**src/approx_mul_pkg.sv**
```systemverilog
`default_nettype none

package approx_mul_pkg;

    localparam int OPERAND_W = 16;
    localparam int PRODUCT_W = 32;
    localparam int COUNT_W = 16;
    localparam int SUM_W = 48;

    // Rows 0 to APPROX_ROWS-1 are folded into compressed terms in the approximate array.
    localparam int APPROX_ROWS = 6;
    localparam int COMP_TERMS = 4;

    typedef struct packed {
        logic signed [OPERAND_W-1:0] x;
        logic signed [OPERAND_W-1:0] y;
    } sample_t;

    typedef struct packed {
        logic signed [PRODUCT_W-1:0] approx;
        logic signed [PRODUCT_W-1:0] error;
        logic [COUNT_W-1:0]          count;
        logic [PRODUCT_W-1:0]        max_abs_err;
        logic [SUM_W-1:0]            sum_abs_err;
    } stats_t;

    // One row per multiplier bit of x. Bit c of row r has weight r + c.
    typedef logic [OPERAND_W-1:0][OPERAND_W:0] pp_rows_t;

    // Baugh-Wooley partial products with inverted sign terms and the two correction ones.
    function automatic pp_rows_t bw_rows(sample_t s);
        pp_rows_t rows;
        for (int r = 0; r < OPERAND_W; r++) begin
            for (int c = 0; c < OPERAND_W - 1; c++) begin
                rows[r][c] = s.x[r] & s.y[c];
            end
            rows[r][OPERAND_W-1] = ~(s.x[r] & s.y[OPERAND_W-1]);
            rows[r][OPERAND_W] = 1'b0;
        end
        // Last row carries the sign of x.
        for (int c = 0; c < OPERAND_W - 1; c++) begin
            rows[OPERAND_W-1][c] = ~(s.x[OPERAND_W-1] & s.y[c]);
        end
        rows[OPERAND_W-1][OPERAND_W-1] = s.x[OPERAND_W-1] & s.y[OPERAND_W-1];
        // Constant ones land at weight 16 and weight 31.
        rows[0][OPERAND_W] = 1'b1;
        rows[OPERAND_W-1][OPERAND_W] = 1'b1;
        return rows;
    endfunction

endpackage

`default_nettype wire

```
**src/mul_error_stats.sv**
```systemverilog
`timescale 1ns/100ps
`default_nettype none

module mul_error_stats (
    input  logic                                        clk,
    input  logic                                        rst_n,
    input  logic                                        in_valid,
    input  logic signed [approx_mul_pkg::PRODUCT_W-1:0] approx_product,
    input  logic signed [approx_mul_pkg::PRODUCT_W-1:0] exact_product,
    output logic                                        out_valid,
    output approx_mul_pkg::stats_t                      stats
);

    logic signed [approx_mul_pkg::PRODUCT_W-1:0] error;
    logic [approx_mul_pkg::PRODUCT_W-1:0]        abs_err;
    logic                                        new_max;

    assign error = exact_product - approx_product;

    // The magnitude is unsigned so the most negative error still reads correctly.
    assign abs_err = error[approx_mul_pkg::PRODUCT_W-1] ? -error : error;

    assign new_max = abs_err > stats.max_abs_err;

    always_ff @(posedge clk) begin
        if (!rst_n) begin
            out_valid <= 1'b0;
        end else begin
            out_valid <= in_valid;
        end
    end

    always_ff @(posedge clk) begin
        if (!rst_n) begin
            stats <= '0;
        end else if (in_valid) begin
            stats.approx <= approx_product;
            stats.error <= error;
            // Counters wrap.
            stats.count <= stats.count + 1'b1;
            if (new_max) begin
                stats.max_abs_err <= abs_err;
            end
            stats.sum_abs_err <= stats.sum_abs_err + approx_mul_pkg::SUM_W'(abs_err);
        end
    end

endmodule

`default_nettype wire

```
**config.mk**
```make
export PLATFORM = sky130hd
export DESIGN_NAME = mul_error_stats
export DESIGN_NICKNAME = d
export VERILOG_FILES = /design/src/approx_mul_pkg.sv /design/src/mul_error_stats.sv
export SDC_FILE = /design/constraint.sdc
export NUM_CORES = 1
export LEC_CHECK = 0
export BUFFER_PORTS_ARGS = -buffer_cell sky130_fd_sc_hd__buf_4
export CAP_MARGIN = 20
export CORE_AREA = 2 2 147 149
export CTS_CLUSTER_DIAMETER = 100
export DETAILED_ROUTE_END_ITERATION = 10
export DIE_AREA = 0 0 149 151
export PLACE_DENSITY_LB_ADDON = 0.08
export SYNTH_ARGS = -nofsm -noshare
export SYNTH_HDL_FRONTEND = slang
export SYNTH_SLANG_ARGS = --single-unit
```
**constraint.sdc**
```tcl
create_clock -name clk -period 6.6 [get_ports clk]
set_clock_uncertainty 0.15 [all_clocks]
set_input_delay 0.33 -clock clk [delete_from_list [all_inputs] [get_ports clk]]
set_output_delay 0.33 -clock clk [all_outputs]
set_load 0.1 [all_outputs]
```
==> results.sh <==
export IMPL_powerDensity_mw_per_mm2=454
export IMPL_crit_path_max_incr_delay_ns=0.64
export IMPL_vias=11510
export IMPL_design_die_area_mm2=0.0225
export IMPL_final_area_mm2=0.0144
export IMPL_p_clk_frac=0.156
export IMPL_setup_viol=0
export IMPL_crit_fanout=46
export IMPL_grt_pass1_vias=10542
export IMPL_min_period_over_period=0.956
export IMPL_cp_start_kind="primary input"
export IMPL_drt_iter0_markers=613
export IMPL_area_growth_syn_to_layout_pct=26.7
export IMPL_swShare=0.537
export IMPL_die_x_um=149
export IMPL_synth_area_top_cells="dfxtp_1 28%, ha_1 11%, mux2i_1 6.3%, nor2_1 5.7%, xnor2_1 4.4%"
export IMPL_antenna_found_initial=0
export IMPL_cts_setup_buffers=0
export IMPL_syn_area_mm2=0.0114
export IMPL_slew_violations=0
export IMPL_placed_cell_area_mm2=0.0135
export IMPL_die_h_um=151
export IMPL_rsz0062_at_grt="true"
export IMPL_clk_latency_ns=0.44
export IMPL_routedWlPerCell_um=17.5
export IMPL_synth_seq_cells=161
export IMPL_routed_wl_mm=34.0
export IMPL_path_common_cell="a21o_1"
export IMPL_core_area_mm2=0.0208
export IMPL_cts_root_buffer="clkbuf_16"
export IMPL_detail_route_antenna_nets=0
export IMPL_crit_path_end_kind="flip-flop"
export IMPL_drc=0
export IMPL_routed_via_density=5.91
export IMPL_maxCapViolations=0
export IMPL_power_internal_uw=3020
export IMPL_cts_tree="done"
export IMPL_io_pins=228
export IMPL_syn_nets=1578
export IMPL_yosysWarnings=0
export IMPL_clk_pin_slew_ns=0.07
export IMPL_rows=53
export IMPL_synth_edf_count=0
export IMPL_yosys_area_top_type="dfxtp_1"
export IMPL_syn_inst=1408
export IMPL_synth_distinct_cells=77
export IMPL_antennaDiodeCount=0
export IMPL_synth_flop_cell="dfxtp_1"
export IMPL_finalPower_uw=6530
export IMPL_synthArstFlopShare=0
export IMPL_holdCritPathClass="in -> reg"
export IMPL_cts_path_max_buffers=2
export IMPL_crit_type="in -> reg"
export IMPL_slew_headroom=0.318
export IMPL_pwr_share_seq=0.200
export IMPL_grt_pass1_wl_mm=53.1
export IMPL_crit_arrival_ns=6.48
export IMPL_combPwrFrac=0.644
export IMPL_status="finished, final reports clean"
export IMPL_hold_viol=0
export IMPL_cts_sinks=161
export IMPL_yosysTopAreaCellShare=0.284
export IMPL_dr_pass1_iters=5
export IMPL_timing_fmax_mhz=158
export IMPL_syn_area_per_cell_um2=8.07
export IMPL_p_leak_uw=0.00659
export IMPL_grt_ovfl_total=0
export IMPL_hpwl_mm=25.8
export IMPL_ys_top_cells_by_count="171 x nor2_1, 161 x dfxtp_1, 101 x ha_1, 98 x a21oi_1, 96 x inv_1"
export IMPL_cp_slowest_cell="o221ai_1"
export IMPL_grt_use_total=0.295
export IMPL_p_sw_uw=3510
export IMPL_synth_most_common_cell="nor2_1"
export IMPL_nets=1831
export IMPL_totalNegativeSetupSlack_ns=0
export IMPL_worst_pin_slew_ns=1.02
export IMPL_layout_drive_gt1_share=0.198
export IMPL_place_congestion=0.949
export IMPL_yosysSeqAreaShare=0.284
export IMPL_required_ns=6.77
export IMPL_peakVddDrop_mv=0.353
export IMPL_numCtsBuffers=17
export IMPL_cts_htree_levels=4
export IMPL_fin_crit_ns=6.31
export IMPL_initial_core_util=0.545
export IMPL_grt_max_degree=65
export IMPL_port_buffers=227
[what timing repair did]
item | 4_1_cts | 5_1_grt
hold buffers | 28 | 0
hold endpoints to repair | 28 | 0
resized for setup | 0 | 5
endpoints found under the setup margin | 0 | 41
[routing by layer]
metal | part of all wire | track usage | vias to the layer above | wire length, um
met5 | 0 | 0 | - | 0
met4 | 0.034 | 0.127 | 0 | 1170
met3 | 0.061 | 0.0497 | 102 | 2090
met2 | 0.48 | 0.512 | 445 | 16400
met1 | 0.42 | 0.360 | 5371 | 14400
li1 | - | - | 5592 | -
[layout make-up]
class                   instances  area, um^2
multi-input cells            1088        7570
fillers                      1804        6430
flip-flops and latches        161        3220
repair buffers                296        2290
clock buffers                  17         425
inverters                      97         367
well taps                     275         344
clock inverters                15         166
[power groups by stage]
| stage | combinational [uW] | sequential (uW) | clock [uW] |
|---|---|---|---|
| floorplan | 1990 | 2490 | 0 |
| global placement | 4060 | 1320 | 0 |
| detailed placement | 4120 | 1320 | 0 |
| CTS | 4160 | 1300 | 1020 |
| global route | 4510 | 1320 | 1060 |
| finish | 4210 | 1300 | 1020 |
[final timing paths]
check                                   startpoint          to  slack, ns  depth (start not counted)
worst max-delay path             approx_product[7]   stats[78]       0.29                         25
worst min-delay path            approx_product[18]  stats[146]      0.006                          3
worst max register to register            stats[0]   stats[28]       2.82                         13
worst min register to register           stats[98]   stats[98]       0.33                          2
[logic make-up after synthesis]
group | count (synthesis) | share of synthesized area
xor gates and xnor gates | 89 | 0.0686
adders and majority gates | 103 | 0.115
and+or+nand+nor | 435 | 0.186
DFF | 161 | 0.284
muxes | 71 | 0.0626
buffers and inverters | 159 | 0.0540
AOI/OAI and AO/OA | 390 | 0.230
[metrics by stage]
step | setup WS (ns) | hold WS (ns) | util | instances
2_1_floorplan | 0.673 | 0.328 | - | 1408
4_1_cts | 0.173 | 0.00331 | 0.689 | 1949
3_5_place_dp | 0.112 | 0.319 | 0.647 | 1889
3_3_place_gp | 0.294 | 0.311 | 0.647 | 1889
6_report | 0.290 | 0.00565 | 0.691 | 1949
5_1_grt | -0.0604 | 0.0328 | 0.691 | 1949
[cells in the final DEF (no fill, tap or decap), types with 6 or more instances in the layout]
master and instances:
dlygate4sd3_1 28, o2111ai_1 6, and3_1 13, a21o_1 31, xnor2_1 57, and2_1 17, clkbuf_16 17, o21a_1 15
nor2_1 171, a211oi_1 20, ha_1 101, o311a_1 23, o21ai_1 7, a21oi_1 97, nor3_1 24, or2_2 6
nand2_1 72, nand2b_1 11, nand4_1 23, a311oi_1 6, mux2i_1 71, inv_1 96, a31oi_1 13, o21bai_1 13
buf_4 268, nand3_1 34, o21ai_0 87, o211ai_1 12, dfxtp_1 161, nor2b_1 8, xor2_1 31, or3_1 24
[sequential cells by signal, indices dropped and copies added (netlist names)]
name / flops
out_valid: 1
stats: 160
[critical path: cells and delay by family]
kind            cells  cell delay, ns
compound gates     11            2.30
xor+xnor            1            0.52
fa+ha+maj           2            0.74
buf+inv             4            1.07
simple gates        7            1.48
Note: power is estimated with default switching activity, not from simulation.
