<file path="config.mk">
export PLATFORM = sky130hd
export DESIGN_NAME = approx_mul_bw16
export DESIGN_NICKNAME = d
export VERILOG_FILES = /design/src/approx_mul_pkg.sv /design/src/approx_mul_bw16.sv
export SDC_FILE = /design/constraint.sdc
export NUM_CORES = 1
export LEC_CHECK = 0
export ABC_AREA = 1
export BUFFER_PORTS_ARGS = -buffer_cell sky130_fd_sc_hd__buf_4
export CORE_ASPECT_RATIO = 0.75
export CORE_UTILIZATION = 60
export DETAILED_ROUTE_END_ITERATION = 12
export GPL_ROUTABILITY_DRIVEN = 1
export GPL_TIMING_DRIVEN = 1
export PLACE_DENSITY = 0.81
export RECOVER_POWER = 100
export REMOVE_ABC_BUFFERS = 1
export SLEW_MARGIN = 0
export SYNTH_ARGS = -nofsm -noshare
export SYNTH_HDL_FRONTEND = slang
export SYNTH_SLANG_ARGS = --single-unit
</file>
<file path="constraint.sdc">
create_clock -name vclk -period 11.5
set_input_delay 0 -clock vclk [all_inputs]
set_output_delay 0 -clock vclk [all_outputs]
set_load 0.005 [all_outputs]
</file>
<file path="src/approx_mul_pkg.sv">
`default_nettype none

package approx_mul_pkg;

    localparam int OPERAND_W = 16;
    localparam int PRODUCT_W = 32;
    localparam int COUNT_W = 16;
    localparam int SUM_W = 48;

    // Rows 0 to APPROX_ROWS-1 are folded into compressed terms in the approximate array.
    localparam int APPROX_ROWS = 6;
    localparam int COMP_TERMS = 4;

    typedef struct packed {
        logic signed [OPERAND_W-1:0] x;
        logic signed [OPERAND_W-1:0] y;
    } sample_t;

    typedef struct packed {
        logic signed [PRODUCT_W-1:0] approx;
        logic signed [PRODUCT_W-1:0] error;
        logic [COUNT_W-1:0]          count;
        logic [PRODUCT_W-1:0]        max_abs_err;
        logic [SUM_W-1:0]            sum_abs_err;
    } stats_t;

    // One row per multiplier bit of x. Bit c of row r has weight r + c.
    typedef logic [OPERAND_W-1:0][OPERAND_W:0] pp_rows_t;

    // Baugh-Wooley partial products with inverted sign terms and the two correction ones.
    function automatic pp_rows_t bw_rows(sample_t s);
        pp_rows_t rows;
        for (int r = 0; r < OPERAND_W; r++) begin
            for (int c = 0; c < OPERAND_W - 1; c++) begin
                rows[r][c] = s.x[r] & s.y[c];
            end
            rows[r][OPERAND_W-1] = ~(s.x[r] & s.y[OPERAND_W-1]);
            rows[r][OPERAND_W] = 1'b0;
        end
        // Last row carries the sign of x.
        for (int c = 0; c < OPERAND_W - 1; c++) begin
            rows[OPERAND_W-1][c] = ~(s.x[OPERAND_W-1] & s.y[c]);
        end
        rows[OPERAND_W-1][OPERAND_W-1] = s.x[OPERAND_W-1] & s.y[OPERAND_W-1];
        // Constant ones land at weight 16 and weight 31.
        rows[0][OPERAND_W] = 1'b1;
        rows[OPERAND_W-1][OPERAND_W] = 1'b1;
        return rows;
    endfunction

endpackage

`default_nettype wire

</file>
<file path="src/approx_mul_bw16.sv">
`timescale 1ns/100ps
`default_nettype none

module approx_mul_bw16 (
    input  approx_mul_pkg::sample_t                     sample,
    output logic signed [approx_mul_pkg::PRODUCT_W-1:0] product
);

    approx_mul_pkg::pp_rows_t rows;
    logic [approx_mul_pkg::COMP_TERMS-1:0][approx_mul_pkg::PRODUCT_W-1:0] comp;
    logic [approx_mul_pkg::PRODUCT_W-1:0] acc;

    assign rows = approx_mul_pkg::bw_rows(sample);

    // Fixed compression of the low six rows.
    // Each term pairs bits of equal weight from neighboring rows.
    // XOR keeps the sum bit in place and AND moves a carry one weight up.
    always_comb begin
        comp = '0;

        // Rows 0 and 1.
        comp[0][2]  = rows[0][2] ^ rows[1][1];
        comp[0][8]  = rows[0][8] ^ rows[1][7];
        comp[0][11] = rows[0][10] & rows[1][9];
        comp[0][12] = rows[0][11] & rows[1][10];
        comp[0][13] = rows[0][12] & rows[1][11];
        comp[0][14] = rows[0][14] ^ rows[1][13];
        comp[0][15] = rows[0][15] ^ rows[1][14];
        comp[0][17] = rows[1][15];
        comp[1][13] = rows[0][13] ^ rows[1][12];

        // Rows 2 and 3.
        comp[0][5]  = rows[2][2] & rows[3][1];
        comp[0][7]  = rows[2][4] & rows[3][3];
        comp[0][9]  = rows[2][7] ^ rows[3][6];
        comp[0][18] = rows[2][15] & rows[3][14];
        comp[1][8]  = rows[2][6] ^ rows[3][5];
        comp[1][17] = rows[2][15] | rows[3][14];
        comp[1][18] = rows[3][15];
        comp[2][17] = rows[2][15] ^ rows[3][14];

        // Rows 4 and 5.
        comp[0][10] = rows[4][5] & rows[5][4];
        comp[0][19] = rows[4][14] & rows[5][13];
        comp[0][20] = rows[4][15] & rows[5][14];
        comp[1][9]  = rows[4][5] ^ rows[5][4];
        comp[1][12] = rows[4][8] ^ rows[5][7];
        comp[1][19] = rows[4][15] ^ rows[5][14];
        comp[1][20] = rows[5][15];
        comp[2][13] = rows[4][8] & rows[5][7];
        comp[2][18] = rows[4][13] & rows[5][12];
        comp[3][17] = rows[4][13] ^ rows[5][12];
        comp[3][18] = rows[4][14] ^ rows[5][13];
    end

    // Upper rows are summed exactly on top of the compressed terms.
    always_comb begin
        acc = '0;
        for (int t = 0; t < approx_mul_pkg::COMP_TERMS; t++) begin
            acc = acc + comp[t];
        end
        for (int r = approx_mul_pkg::APPROX_ROWS; r < approx_mul_pkg::OPERAND_W; r++) begin
            acc = acc + (approx_mul_pkg::PRODUCT_W'(rows[r]) << r);
        end
    end

    assign product = signed'(acc);

endmodule

`default_nettype wire

</file>
==> results of run 1 <==
layout by cell type (no fill, tap or decap):
| cell type | Yosys | final |
|---|---|---|
| o21ai_1 | 1 | 1 |
| nand2_2 | 4 | 3 |
| ha_1 | 76 | 76 |
| fa_1 | 136 | 136 |
| o21ai_0 | 4 | 4 |
| nor2_2 | 3 | 1 |
| inv_1 | 285 | 285 |
| nand4_4 | 1 | 1 |
| nand2_1 | 303 | 304 |
| nor3b_1 | 1 | 1 |
| nor3_1 | 3 | 3 |
| a21oi_1 | 18 | 18 |
| clkbuf_4 | 0 | 16 |
| clkbuf_1 | 37 | 5 |
| nand4_1 | 4 | 4 |
| nand3_1 | 22 | 25 |
| conb_1 | 1 | 4 |
| o21bai_1 | 2 | 2 |
| and2_1 | 1 | 1 |
| xor2_1 | 15 | 15 |
| and2_4 | 1 | 1 |
| xnor2_1 | 5 | 5 |
| buf_4 | 6 | 39 |
| nor2_1 | 25 | 27 |
| nand3b_1 | 2 | 2 |
synth_stat cells, types with 5 or more instances:
master	number	share of area (%)
xnor2_1	5	0.65
nand2_1	303	17
buf_4	6	0.67
nand3_1	22	1.6
clkbuf_1	37	2.1
fa_1	136	40
a21oi_1	18	1.3
inv_1	285	16
nor2_1	25	1.4
xor2_1	15	1.9
ha_1	76	14
routing by layer:
metal / vias to the layer above / track usage [%] / routed length [µm]
met3: 6 / 3.25 / 1320
met1: 2707 / 41.7 / 7210
met4: 0 / 1.00 / 45
met2: 220 / 43.4 / 6830
met5: - / 0 / 0
li1: 2739 / - / -
per-stage QoR:
| step | utilization (%) | area [µm²] | hold WS (ns) | std cells | setup slack [ns] |
|---|---|---|---|---|---|
| 5_1_grt | 65.5 | 7160 | 0.395 | 1119 | 5.64 |
| 6_report | 65.5 | 7160 | 0.356 | 1119 | 5.94 |
| 3_5_place_dp | 65.8 | 7200 | 0.356 | 1119 | 6.44 |
| 4_1_cts | 65.8 | 7200 | 0.358 | 1119 | 6.43 |
| 2_1_floorplan | - | 6580 | 0.0721 | 919 | 7.12 |
| 3_3_place_gp | 65.8 | 7200 | 0.362 | 1119 | 6.47 |
final cells by class:
| class | count | area, µm² | share of cell area [%] |
|---|---|---|---|
| inverter | 285 | 1070 | 14.9 |
| tap | 140 | 175 | 2.45 |
| timing repair buffer | 60 | 432 | 6.03 |
| multi-input combinational | 634 | 5490 | 76.6 |
kinds of logic (layout without fill, tap and decap cells):
logic type / Yosys count / after routing / synth area share (%)
xor gates and xnor gates: 20 / 20 / 2.59
adders and majority gates: 212 / 212 / 54.4
and+or+nand+nor: 373 / 373 / 22.4
other: 1 / 4 / 0.0555
AOI/OAI and AO/OA: 25 / 25 / 1.93
buffers and inverters: 329 / 345 / 18.6
final timing paths:
path  startpoint           to  slack, ns  depth (start not counted)
min   sample[18]   product[5]       0.36                          4
max    sample[5]  product[29]       5.94                         28
==> flow_summary.json, run 1 <==
{
  "status": "complete, no violations",
  "netlist_area_um2": 6760,
  "gp_congestion": 0.943,
  "cp_max_fo": 12,
  "cpPeakStageDelay_ns": 0.55,
  "tightestPinTransition_ns": 0.847,
  "ys_seq_area_share_pct": 0,
  "drv_slew": 0,
  "n_antenna_cell": 0,
  "path_buf_inv": 4,
  "cap_violations": 0,
  "postCtsHoldBufs": 0,
  "avgSynthCellArea_um2": 7.04,
  "globalRoute.totalOverflow": 0,
  "routedWlPerCell_um": 13.8,
  "n_clock_buffer": 0,
  "finalSetupTns_ns": 0,
  "cp.arrival_ns": 5.56,
  "postCtsResizedCells": 0,
  "seq_area_um2": 0,
  "num_rows": 33,
  "die_h_um": 93.9,
  "grt_use_total_pct": 27.2,
  "die_x_um": 125,
  "cpMaxStageDelayCell": "fa_1",
  "slew_headroom_pct": 43.5,
  "wl_um": 15400,
  "hold_violations": 0,
  "cp-end-kind": "output pin",
  "max_freq_mhz": 180,
  "ant_nets": 0,
  "period_minus_slack_ns": 5.56,
  "core_area_um2": 10900,
  "cts_setup_buffers": 0,
  "vias": 5672,
  "fill_cells": 1011,
  "antenna_found_initial": 0,
  "hold_path_class": "input pin to output pin",
  "cp-start-kind": "input pin",
  "yosysUniqueCellTypes": 26,
  "syn_to_final_growth_pct": 6.02,
  "grt_setup_unrepaired": "false",
  "required_ns": 11.50,
  "drt-vias-per-instance": 5.07,
  "grt_max_degree": 17,
  "setup_viol": 0,
  "drt_iter0_drc": 491,
  "period_share_pct": 48.3,
  "grt_pass1_wl_um": 25800,
  "worstSetupPathType": "input pin to output pin",
  "drc_errors": 0,
  "dpl.hpwl_um": 13300,
  "start_util_pct": 61.7,
  "ys_warn_count": 0,
  "design.seq.count": 0,
  "io_pins": 64,
  "nNetsFinal": 1225,
  "critPathMostFrequentCell": "nand2_1",
  "first_global_vias": 5494,
  "critical-path-top-delay-family": "adder cells",
  "drt-pass1-iter-count": 5,
  "port_buffers": 60,
  "netlist_instances": 960,
  "dieArea_um2": 11700,
  "drive_gt1_share_pct": 6.23
}
Power of run 1 is not shown: default switching activity piles up to over one toggle a cycle in this logic, so the estimate is an artifact.
==> run 2: changes to the inputs <==
--- a/config.mk
+++ b/config.mk
@@ -8,7 +8,7 @@
 export ABC_AREA = 1
 export BUFFER_PORTS_ARGS = -buffer_cell sky130_fd_sc_hd__buf_4
 export CORE_ASPECT_RATIO = 0.75
-export CORE_UTILIZATION = 60
+export CORE_UTILIZATION = 58
 export DETAILED_ROUTE_END_ITERATION = 12
 export GPL_ROUTABILITY_DRIVEN = 1
 export GPL_TIMING_DRIVEN = 1
==> constraint.sdc (replaced) <==
create_clock -name vclk -period 4.6
set_input_delay 0 -clock vclk [all_inputs]
set_output_delay 0 -clock vclk [all_outputs]
set_load 0.005 [all_outputs]
==> run 2 against run 1 <==
  * The flow now finishes with violations (setup timing)
  * First-iteration DRC count grew 7.7%
  * Setup slack lost 6.1 ns
  * Global-route usage grew 1.5 points
  * Critical endpoint is now product[18]
  * Critical path depth shrank 3
==> flow_summary.json, run 2 (synthesized netlist as in run 1, its figures left out) <==
{
  "status": "finished, violations left",
  "violations": "setup timing",
  "port_buffers": 60,
  "nNetsFinal": 1278,
  "cap_violations": 0,
  "cp.arrival_ns": 4.76,
  "final_cell_mix": "273 x inv_1, 270 x nand2_1, 130 x fa_1",
  "die_h_um": 95.5,
  "drive_gt1_share_pct": 22.3,
  "fill_cells": 820,
  "hold_violations": 0,
  "postPlaceCellArea_um2": 7550,
  "vias": 6143,
  "multi_input_area_um2": 6090,
  "drt_iter0_drc": 529,
  "period_minus_slack_ns": 4.76,
  "hold_path_class": "input pin to output pin",
  "drc_errors": 0,
  "grt_max_degree": 17,
  "start_util_pct": 60.6,
  "syn_to_final_growth_pct": 21.7,
  "cp-end-kind": "output pin",
  "first_global_vias": 5545,
  "pre_cts_ws_ns": -0.278,
  "period_share_pct": 103,
  "drt-vias-per-instance": 5.24,
  "dpl.hpwl_um": 13700,
  "cp-start-kind": "input pin",
  "grt_pass1_wl_um": 27000,
  "worstSetupPathType": "input pin to output pin",
  "n_clock_buffer": 0,
  "timing.final.ws_setup_ns": -0.156,
  "wl_um": 18200,
  "antenna_found_initial": 0,
  "dieArea_um2": 12100,
  "required_ns": 4.60,
  "setup_viol": 12,
  "seq_area_um2": 0,
  "stdcell_area_um2": 8220,
  "design.seq.count": 0,
  "core_area_um2": 11100,
  "postCtsHoldBufs": 0,
  "final_common_cell": "inv_1",
  "ant_nets": 0,
  "routedWlPerCell_um": 15.5,
  "io_pins": 64,
  "drt-pass1-iter-count": 5,
  "gp_congestion": 0.959,
  "n_antenna_cell": 0,
  "grt_use_total_pct": 28.7,
  "globalRoute.totalOverflow": 0,
  "max_freq_mhz": 210,
  "cp_max_fo": 4,
  "drv_slew": 0,
  "grt_setup_unrepaired": "true",
  "die_x_um": 127,
  "num_rows": 33
}
run 2: final timing paths:
path / start / end / slack, ns / cells past startpoint
worst min-delay path: sample[0] / product[6] / 0.36 / 4
worst max-delay path: sample[7] / product[18] / -0.16 / 25
run 2: layer usage:
layer | part of all wire [%] | vias to the layer above | global-route usage, %
li1 | - | 2841 | -
met1 | 41 | 2913 | 43.8
met2 | 46 | 362 | 44.6
met3 | 12 | 27 | 5.33
met4 | 1.4 | 0 | 1.20
met5 | 0 | - | 0
run 2: critical path, cell delays in order:
cell and delay [ns]:
buf_8 0.11, nand2_4 0.06, xor2_1 0.17, ha_2 0.24, fa_2 0.23, nand2_2 0.08, nor2_4 0.15, nand3_2 0.11
nand2_2 0.09, nand2_2 0.07, nor2_2 0.11, ha_2 0.18, inv_2 0.04, fa_2 0.55, fa_1 0.44, fa_2 0.54
fa_1 0.41, inv_2 0.08, ha_4 0.23, a21oi_4 0.15, nand2_2 0.08, buf_4 0.14, a21oi_2 0.15, xnor2_1 0.17
buf_4 0.15
run 2: final cells by class:
type | count | area share [%]
Multi-Input combinational cell | 634 | 74.1
Inverter | 285 | 13.0
Tap cell | 140 | 2.13
Timing Repair Buffer | 113 | 10.7
run 2: metrics by stage:
step           hold WS, ns  TNS [ns]  instances  util, %
2_1_floorplan       0.0721         0        919        -
3_5_place_dp         0.355     -2.97       1165     67.7
5_1_grt              0.388     -3.19       1172     73.7
4_1_cts              0.356         0       1165     69.6
6_report             0.356     -1.12       1172     73.7
3_3_place_gp         0.348     -1.97       1165     67.7
run 2: repair_timing:
item,CTS,global route
pin swaps,14,67
setup buffers,0,7
setup endpoints to repair,14,16
resized for setup,32,101
Power of run 2 is left out for the same reason.
