File: config.mk
export PLATFORM = sky130hd
export DESIGN_NAME = exact_mul_bw16
export DESIGN_NICKNAME = d
export VERILOG_FILES = /design/src/approx_mul_pkg.sv /design/src/exact_mul_bw16.sv
export SDC_FILE = /design/constraint.sdc
export NUM_CORES = 1
export LEC_CHECK = 0
export BUFFER_PORTS_ARGS = -buffer_cell sky130_fd_sc_hd__buf_2
export CAP_MARGIN = 20
export CELL_PAD_IN_SITES_DETAIL_PLACEMENT = 0
export CELL_PAD_IN_SITES_GLOBAL_PLACEMENT = 2
export CORE_ASPECT_RATIO = 1.75
export CORE_UTILIZATION = 37
export DETAILED_ROUTE_END_ITERATION = 7
export PLACE_DENSITY_LB_ADDON = 0.1
export SYNTH_ARGS = -nofsm -noshare
export SYNTH_HDL_FRONTEND = slang
export SYNTH_SLANG_ARGS = --single-unit
File: constraint.sdc
create_clock -name vclk -period 12.4
set_clock_uncertainty 0.1 [all_clocks]
set_input_delay 1.24 -clock vclk [all_inputs]
set_output_delay 1.24 -clock vclk [all_outputs]
set_load 0.05 [all_outputs]
File: src/approx_mul_pkg.sv
`default_nettype none

package approx_mul_pkg;

    localparam int OPERAND_W = 16;
    localparam int PRODUCT_W = 32;
    localparam int COUNT_W = 16;
    localparam int SUM_W = 48;

    // Rows 0 to APPROX_ROWS-1 are folded into compressed terms in the approximate array.
    localparam int APPROX_ROWS = 6;
    localparam int COMP_TERMS = 4;

    typedef struct packed {
        logic signed [OPERAND_W-1:0] x;
        logic signed [OPERAND_W-1:0] y;
    } sample_t;

    typedef struct packed {
        logic signed [PRODUCT_W-1:0] approx;
        logic signed [PRODUCT_W-1:0] error;
        logic [COUNT_W-1:0]          count;
        logic [PRODUCT_W-1:0]        max_abs_err;
        logic [SUM_W-1:0]            sum_abs_err;
    } stats_t;

    // One row per multiplier bit of x. Bit c of row r has weight r + c.
    typedef logic [OPERAND_W-1:0][OPERAND_W:0] pp_rows_t;

    // Baugh-Wooley partial products with inverted sign terms and the two correction ones.
    function automatic pp_rows_t bw_rows(sample_t s);
        pp_rows_t rows;
        for (int r = 0; r < OPERAND_W; r++) begin
            for (int c = 0; c < OPERAND_W - 1; c++) begin
                rows[r][c] = s.x[r] & s.y[c];
            end
            rows[r][OPERAND_W-1] = ~(s.x[r] & s.y[OPERAND_W-1]);
            rows[r][OPERAND_W] = 1'b0;
        end
        // Last row carries the sign of x.
        for (int c = 0; c < OPERAND_W - 1; c++) begin
            rows[OPERAND_W-1][c] = ~(s.x[OPERAND_W-1] & s.y[c]);
        end
        rows[OPERAND_W-1][OPERAND_W-1] = s.x[OPERAND_W-1] & s.y[OPERAND_W-1];
        // Constant ones land at weight 16 and weight 31.
        rows[0][OPERAND_W] = 1'b1;
        rows[OPERAND_W-1][OPERAND_W] = 1'b1;
        return rows;
    endfunction

endpackage

`default_nettype wire

File: src/exact_mul_bw16.sv
`timescale 1ns/100ps
`default_nettype none

module exact_mul_bw16 (
    input  approx_mul_pkg::sample_t                     sample,
    output logic signed [approx_mul_pkg::PRODUCT_W-1:0] product
);

    approx_mul_pkg::pp_rows_t rows;
    logic [approx_mul_pkg::PRODUCT_W-1:0] even_sum;
    logic [approx_mul_pkg::PRODUCT_W-1:0] odd_sum;

    assign rows = approx_mul_pkg::bw_rows(sample);

    // Two interleaved partial sums that one final adder merges.
    always_comb begin
        even_sum = '0;
        odd_sum = '0;
        for (int r = 0; r < approx_mul_pkg::OPERAND_W; r += 2) begin
            even_sum = even_sum + (approx_mul_pkg::PRODUCT_W'(rows[r]) << r);
            odd_sum = odd_sum + (approx_mul_pkg::PRODUCT_W'(rows[r+1]) << (r + 1));
        end
    end

    // Modulo 2^32 the correction ones turn this into the two's-complement product.
    assign product = signed'(even_sum + odd_sum);

endmodule

`default_nettype wire

==> results.md, run 1 <==
* CP required at between 10 and 15 ns
* Startpoint Class: input pin
* Setup-failing EPs final at 0
* Status: finished with violations
* Synth Instances at approximately 1.0k
* Diodes inserted at 0
* Pin count of the biggest net entering global routing at 21
* Congestion Overflow GR at 0
* Syn Nets at about 1.4k
* Core ar. at between 0.02 and 0.025 sq mm
* Non-Filler Instances at about 1.4k
* Commonest cells after routing, fill and taps aside: 174 x fa_1, 167 x inv_1, 142 x nand2_1
* Synth top area share at 0.389
* RSZ-0062 raised after global routing: false
* # port buffers at between 60 and 70
* Remaining DRCs at 2
* Number of post-CTS setup repair buffers at 0
* Seq Cell Count at 0
* WL per Instance at between 15 and 20 um
* CP arrival at ~9.1 ns
* RD Place Congestion at 0.825
* Final hold viol count at 0
* Count of cell types in the netlist at 56
* Slew HR at 0.568
* Syn_area_per_cell at between 8 and 9 sq um
* Nets at approximately 1.4k
* Slowest cell delay on critical path at roughly 0.53 ns
* Starting Density at 0.376
* DR vias at between 7k and 8k
* Post-CTS sizing at 0
* Max-cap check violation count at 0
* Bufs and invs on worst path at 6
* Layout fillers at around 2.6k
* Inst Count DP at approximately 1.4k
* CP delay by family, top: adder cells
* Row count at 75
* Seq/Total Area, Yosys at 0
* Critical Path Slowest Stage Cell: fa_1
* Top post-synthesis cells by area: fa_1 39%, ha_1 18%, and2_1 9.8%, inv_1 7.0%, nand2_1 5.9%
* Die footprint at 0.0249 sq mm
* Routed wire length at between 20000 and 30000 um
* First-pass GRT wire length at around 42000 um
* Crit end category: output port
* Max Fclk at about 0.096 GHz
* Dominant cell type by area after synthesis: fa_1
* Vias in the first global route at 7834
* Final Critical Period at 10.47 ns
* Crit Path Class: in2out
* Most frequent cell on the critical path: fa_1
* Post-synthesis cell area at 0.00896 sq mm
* Setup_tns at 0 ns
* Total GRT Usage at 0.224
* Clock buf count at 0
* HP Class: in2out
* DP HPWL at 22900 um
* Post-DR vias/cell at approximately 5.2
* Die W at 120 um
* TritonRoute pass-1 iters at 6
* Die H at approximately 210 um
* Footprint of the multi-input gates at about 0.008 sq mm
* Cell Area, Placed at roughly 0.0095 sq mm
* Initial detailed-routing violation count at 241
* CP max FO at 16
* Area Overhead vs Synth at 6.41%
* Hold_buf cts at 0
* Post-route cell area at around 0.0095 sq mm
* Crit share post-route at 0.844
* Failing checks: design-rule violations
* Final Util at 0.400
* Max-slew violation count at 0
* Antenna-violating nets left at 0
* Share of cells above drive strength 1 at 0.0723
* Syn. warnings at 0
* I/O pin count at 64
* Sequential Area at 0 sq um
* Slew @ Worst Pin at roughly 0.64 ns
* Initial antenna violation count at 0
* Most common cell after layout, fill and taps aside: fa_1
## cell usage after synthesis (10+ instances only)
library cell  instances
o21ai_0              20
nor3_1               10
and2_1              140
fa_1                174
o21bai_1             11
xor2_1               17
inv_1               167
nor2_1               16
nand3_1              10
ha_1                127
nand2_1             142
a21oi_1              32
xnor2_1              26
a21o_1               16
clkbuf_1             37
## layer usage
metal | up-vias | track usage | routed length [um]
met5 | - | 0 | 0
met4 | 0 | 0.0879 | 1280
met3 | 38 | 0.00330 | 274
met2 | 90 | 0.480 | 16700
met1 | 3691 | 0.216 | 8910
li1 | 3345 | - | -
## cells by family after synthesis
kind of cell | synth area share
adder cells (fa/ha/maj) | 0.566
multiplexers | 0.00126
AO/OA/AOI/OAI | 0.0990
XOR/XNOR | 0.0420
AND/OR/NAND/NOR | 0.206
buffers and inverters | 0.0854
## worst paths after layout
check  startpoint  cells after the start  slack (ns)     endpoint
min     sample[0]                      3        2.96   product[0]
max     sample[2]                     30        1.93  product[31]
## cell type report
| type | instances | area share |
|---|---|---|
| inverters | 167 | 0.0657 |
| multi-input cells | 833 | 0.859 |
| well taps | 308 | 0.0404 |
| repair buffers | 65 | 0.0344 |
## stage by stage
| stage | worst slack (ns) | hold WS, ns |
|---|---|---|
| 2_1_floorplan | 2.15 | 2.66 |
| 3_3_place_gp | 1.96 | 2.96 |
| 3_5_place_dp | 1.90 | 2.96 |
| 4_1_cts | 1.89 | 2.96 |
| 5_1_grt | 1.38 | 3.01 |
| 6_report | 1.93 | 2.96 |
Power of run 1 is left out: the tool's default activity adds up to more than one toggle a clock period on the data nets, which glitch-free logic cannot reach.
==> run 2: changes to the inputs <==
- CORE_UTILIZATION: 37 -> 36
- clock period: 12.4 -> 8.6 ns (I/O delays scaled with it)
==> run 2 against run 1 <==
Net effect:
- the flow now finishes without violations
- flip-flop and latch count unchanged
- global-route usage up 1.3 points
- critical path type unchanged
- worst setup slack worse by 1.9 ns
- largest cell class unchanged
==> results.md, run 2 (synthesis gave the netlist of run 1 again) <==
* CP arrival at 7.62 ns (-1.51 ns)
* Remaining DRCs at 0 (-2)
* Slew HR at 0.654 (+0.0853)
* Die footprint at 0.0256 sq mm (+2.7%)
* Status: finished, final reports clean
* Post-route cell area at 0.0115 sq mm (+20%)
* RSZ-0062 raised after global routing: true
* Total GRT Usage at 0.237 (+0.0130)
* WL per Instance at 19.1 um (-3.1%)
* CP required at 7.64 ns (-3.42 ns)
* Routed wire length at 29400 um (+8.5%)
* # port buffers at 64 (unchanged)
* TritonRoute pass-1 iters at 4 (-2)
* Post-DR vias/cell at 5.11 (-2.0%)
* Slowest cell delay on critical path at 0.56 ns (+0.03 ns)
* Layout fillers at 2486 (-3.2%)
* Row count at 76 (+1.3%)
* Worst Hold Depth at 4 (+1)
* Starting Density at 0.365 (-0.0107)
* Pin count of the biggest net entering global routing at 20 (-4.8%)
* Sequential Area at 0 sq um (unchanged)
* Area Overhead vs Synth at 28.0%
* Final Critical Period at ~8.6 ns
* Max-cap check violation count at 0 (unchanged)
* Critical Path Slowest Stage Cell: fa_1
* Non-Filler Instances at 1537 (+12%)
* Most common cell after layout, fill and taps aside: fa_1
* Final hold viol count at 0 (unchanged)
* Nets at 1559 (+11%)
* Core ar. at 0.0245 sq mm (+2.9%)
* RD Place Congestion at 0.844 (+2.3%)
* Most frequent cell on the critical path: fa_1
* Initial detailed-routing violation count at 197 (-18%)
* Slew @ Worst Pin at 0.507 ns (-0.137 ns)
* DP HPWL at 24900 um (+8.6%)
* Congestion Overflow GR at 0 (unchanged)
* Initial antenna violation count at 1 (+1)
* Antenna-violating nets left at 0 (unchanged)
* Max Fclk at ~0.12 GHz
* Cell Area, Placed at 0.0107 sq mm (+12%)
* Share of cells above drive strength 1 at 0.283 (+0.210)
* Hold_sp: sample[16]
* Setup-failing EPs final at 0 (unchanged)
* Startpoint Class: input pin
* Max-slew violation count at 0 (unchanged)
* Die H at 211 um (+1.4%)
* Commonest cells after routing, fill and taps aside: 159 x fa_1, 155 x buf_4, 151 x inv_1
* Clock buf count at 0 (unchanged)
* First-pass GRT wire length at 45800 um (+7.8%)
* Hold_buf cts at 0 (unchanged)
* Vias in the first global route at 8736 (+12%)
* Worst Hold End: product[0]
* CP max FO at 4 (-12)
* HP Class: in2out
* Inst Count DP at 1517 (+10%)
* Die W at 121 um (+1.4%)
* Seq Cell Count at 0 (unchanged)
* Crit share post-route at 0.997
* I/O pin count at 64 (unchanged)
* Crit Path Class: in2out
* Crit end category: output port
* DR vias at 7858 (+9.7%)
-- run 2: cell count changes in the layout (fill, tap and decap cells not counted), sizes merged --
| cell | before | now |
|---|---|---|
| buf | 65 | 224 |
| diode | 0 | 1 |
-- run 2: worst max-delay path by stage --
stage	from	to	slack [ns]
floorplan	sample[1]	product[31]	0.02
global placement	sample[19]	product[31]	-0.68
detailed placement	sample[19]	product[31]	-0.73
CTS	sample[17]	product[27]	0.002
global route	sample[3]	product[27]	-0.21
finish	sample[18]	product[27]	0.02
-- run 2: worst max-delay path: cells and delay by family --
family                     cells  cell delay, ns
xor gates and xnor gates       1            0.14
and+or+nand+nor                7            1.13
AOI/OAI and AO/OA              7            1.29
buffers and inverters          8            0.87
adders and majority gates      8            3.32
-- run 2: metrics by stage --
step	hold slack [ns]	util	setup TNS, ns	setup WS (ns)
2_1_floorplan	1.90	-	0	0.0174
3_3_place_gp	2.21	0.436	-3.38	-0.683
3_5_place_dp	2.21	0.436	-3.69	-0.727
4_1_cts	2.22	0.455	0	0.00240
5_1_grt	2.18	0.468	-0.675	-0.211
6_report	2.16	0.468	0	0.0247
-- run 2: timing repair --
action | 4_1_cts | 5_1_grt
pin swaps | 63 | 60
buffers inserted | 13 | 6
gates resized for setup | 92 | 73
endpoints found under the setup margin | 13 | 10
-- run 2: metal layers --
layer	up-vias	GRT usage	wire length (um)
li1	3660	-	-
met1	4038	0.224	9520
met2	107	0.511	18000
met3	53	0.00270	319
met4	0	0.101	1570
met5	-	0	0
-- run 2: final cells by class --
class                           count  area, sq um  area share
Antenna cell                        1         2.50    0.000218
Inverter                          167          627      0.0546
Multi-Input combinational cell    833         8800       0.767
Tap cell                          312          390      0.0340
Timing Repair Buffer              224         1650       0.144
Power of run 2 is left out for the same reason.
==> run 3: changes to the inputs <==
- PLACE_DENSITY_LB_ADDON: 0.1 -> 0.15
==> run 3 against run 2 <==
Net effect:
- die area unchanged
- hold slack improved by 0.069 ns
- sequential share of layout area is the same
- count of clock-buffer cells in the layout unchanged
- cell area is 1.5% lower
- global-route usage shrank 1.5 points
- critical endpoint is now product[31]
- largest cell class unchanged
- highest routed layer unchanged
==> results.md, run 3 (synthesis gave the netlist of run 1 again) <==
* Status: finished, final reports clean
* Crit share post-route at 0.995 (-0.00179)
* Startpoint Class: input pin
* Post-DR vias/cell at 5.09 (-0.41%)
* Worst Hold End: product[1]
* Worst Hold Depth at 4 (unchanged)
* Antenna-violating nets left at 0 (unchanged)
* HP Class: in2out
* # port buffers at 64 (unchanged)
* Pin count of the biggest net entering global routing at 20 (unchanged)
* Congestion Overflow GR at 0 (unchanged)
* Initial antenna violation count at 0 (-1)
* Max-slew violation count at 0 (unchanged)
* Most common cell after layout, fill and taps aside: fa_1
* Hold_sp: sample[17]
* Layout fillers at 2525 (+1.6%)
* Vias in the first global route at 8443 (-3.4%)
* Total GRT Usage at 0.223 (-0.0148)
* Diodes inserted at 0 (-1)
* DP HPWL at 23600 um (-5.1%)
* Hold_buf cts at 0 (unchanged)
* I/O pin count at 64 (unchanged)
* RSZ-0062 raised after global routing: true
* Seq Cell Count at 0 (unchanged)
* Initial detailed-routing violation count at 197 (unchanged)
* Sequential Area at 0 sq um (unchanged)
* Setup-failing EPs final at 0 (unchanged)
* Commonest cells after routing, fill and taps aside: 161 x fa_1, 158 x inv_1, 148 x buf_4
* CP arrival at 7.60 ns (-0.02 ns)
* CP max FO at 4 (unchanged)
* WL per Instance at 18.2 um (-5.0%)
* First-pass GRT wire length at 43100 um (-5.9%)
* Starting Density at 0.365 (unchanged)
* Share of cells above drive strength 1 at 0.258 (-0.0242)
* Slowest cell delay on critical path at 0.55 ns (about the same)
* Nets at 1550 (-0.58%)
* Die W at 121 um (unchanged)
* Final Util at 0.461 (-0.00699)
* Crit end category: output port
* Area Overhead vs Synth at 26.1%
* Slew @ Worst Pin at 0.786 ns (+0.280 ns)
* Remaining DRCs at 0 (unchanged)
* Most frequent cell on the critical path: inv_2
* Die footprint at 0.0256 sq mm (unchanged)
* Core ar. at 0.0245 sq mm (unchanged)
* Max-cap check violation count at 0 (unchanged)
* Routed wire length at 27800 um (-5.6%)
* Slew HR at 0.462 (-0.191)
* DR vias at 7775 (-1.1%)
* Final Critical Period at 8.56 ns (-0.0154 ns)
* CP required at 7.64 ns (about the same)
* TritonRoute pass-1 iters at 4 (unchanged)
* Clock buf count at 0 (unchanged)
* Max Fclk at 0.117 GHz (+0.18%)
* Crit Path Class: in2out
* Die H at 211 um (unchanged)
* Final hold viol count at 0 (unchanged)
* Row count at 76 (unchanged)
* Critical Path Slowest Stage Cell: fa_1
* RD Place Congestion at 0.841 (-0.45%)
run 3: cell type report:
class / instances / area (sq um) / area share
well taps: 312 / 390 / 0.0345
multi-input cells: 833 / 8750 / 0.775
repair buffers: 215 / 1530 / 0.135
inverters: 167 / 627 / 0.0555
run 3: worst max-delay path by stage:
stage               start           to  cells after the start
2_1_floorplan   sample[1]  product[31]                     27
3_3_place_gp    sample[0]  product[31]                     30
6_report        sample[1]  product[31]                     31
3_5_place_dp   sample[17]  product[31]                     30
5_1_grt        sample[19]  product[31]                     30
4_1_cts         sample[0]  product[31]                     31
run 3: what timing repair did:
action,CTS,global route
buffers inserted,14,2
endpoints found under the setup margin,10,11
resized for setup,89,35
cloned,1,0
pin swaps,58,18
run 3: routing by layer:
layer / track usage / routed length (um) / vias to the layer above / part of all wire
met5: 0 / 0 / - / 0
met3: 0.00486 / 417 / 51 / 0.015
met2: 0.475 / 16800 / 125 / 0.61
met4: 0.100 / 1530 / 0 / 0.055
li1: - / - / 3644 / -
met1: 0.210 / 8980 / 3955 / 0.32
run 3: critical path: cells and delay by family:
kind,cells,cell delay [ns]
buffers and inverters,9,0.69
adders and majority gates,8,3.31
xor gates and xnor gates,2,0.30
and+or+nand+nor,7,1.37
AOI/OAI and AO/OA,5,1.06
run 3: metrics by stage:
stage	cell area [sq um]	hold WS, ns	setup WS (ns)	TNS [ns]	instances
after CTS	11100	2.24	0.00258	0	1525
final	11300	2.23	0.0400	0	1527
after global placement	10600	2.22	-0.643	-2.94	1511
after global routing	11300	2.25	-0.224	-0.635	1527
after floorplan	9060	1.90	0.0174	0	1037
after detailed placement	10600	2.23	-0.666	-3.03	1511
Power of run 3 is left out for the same reason.
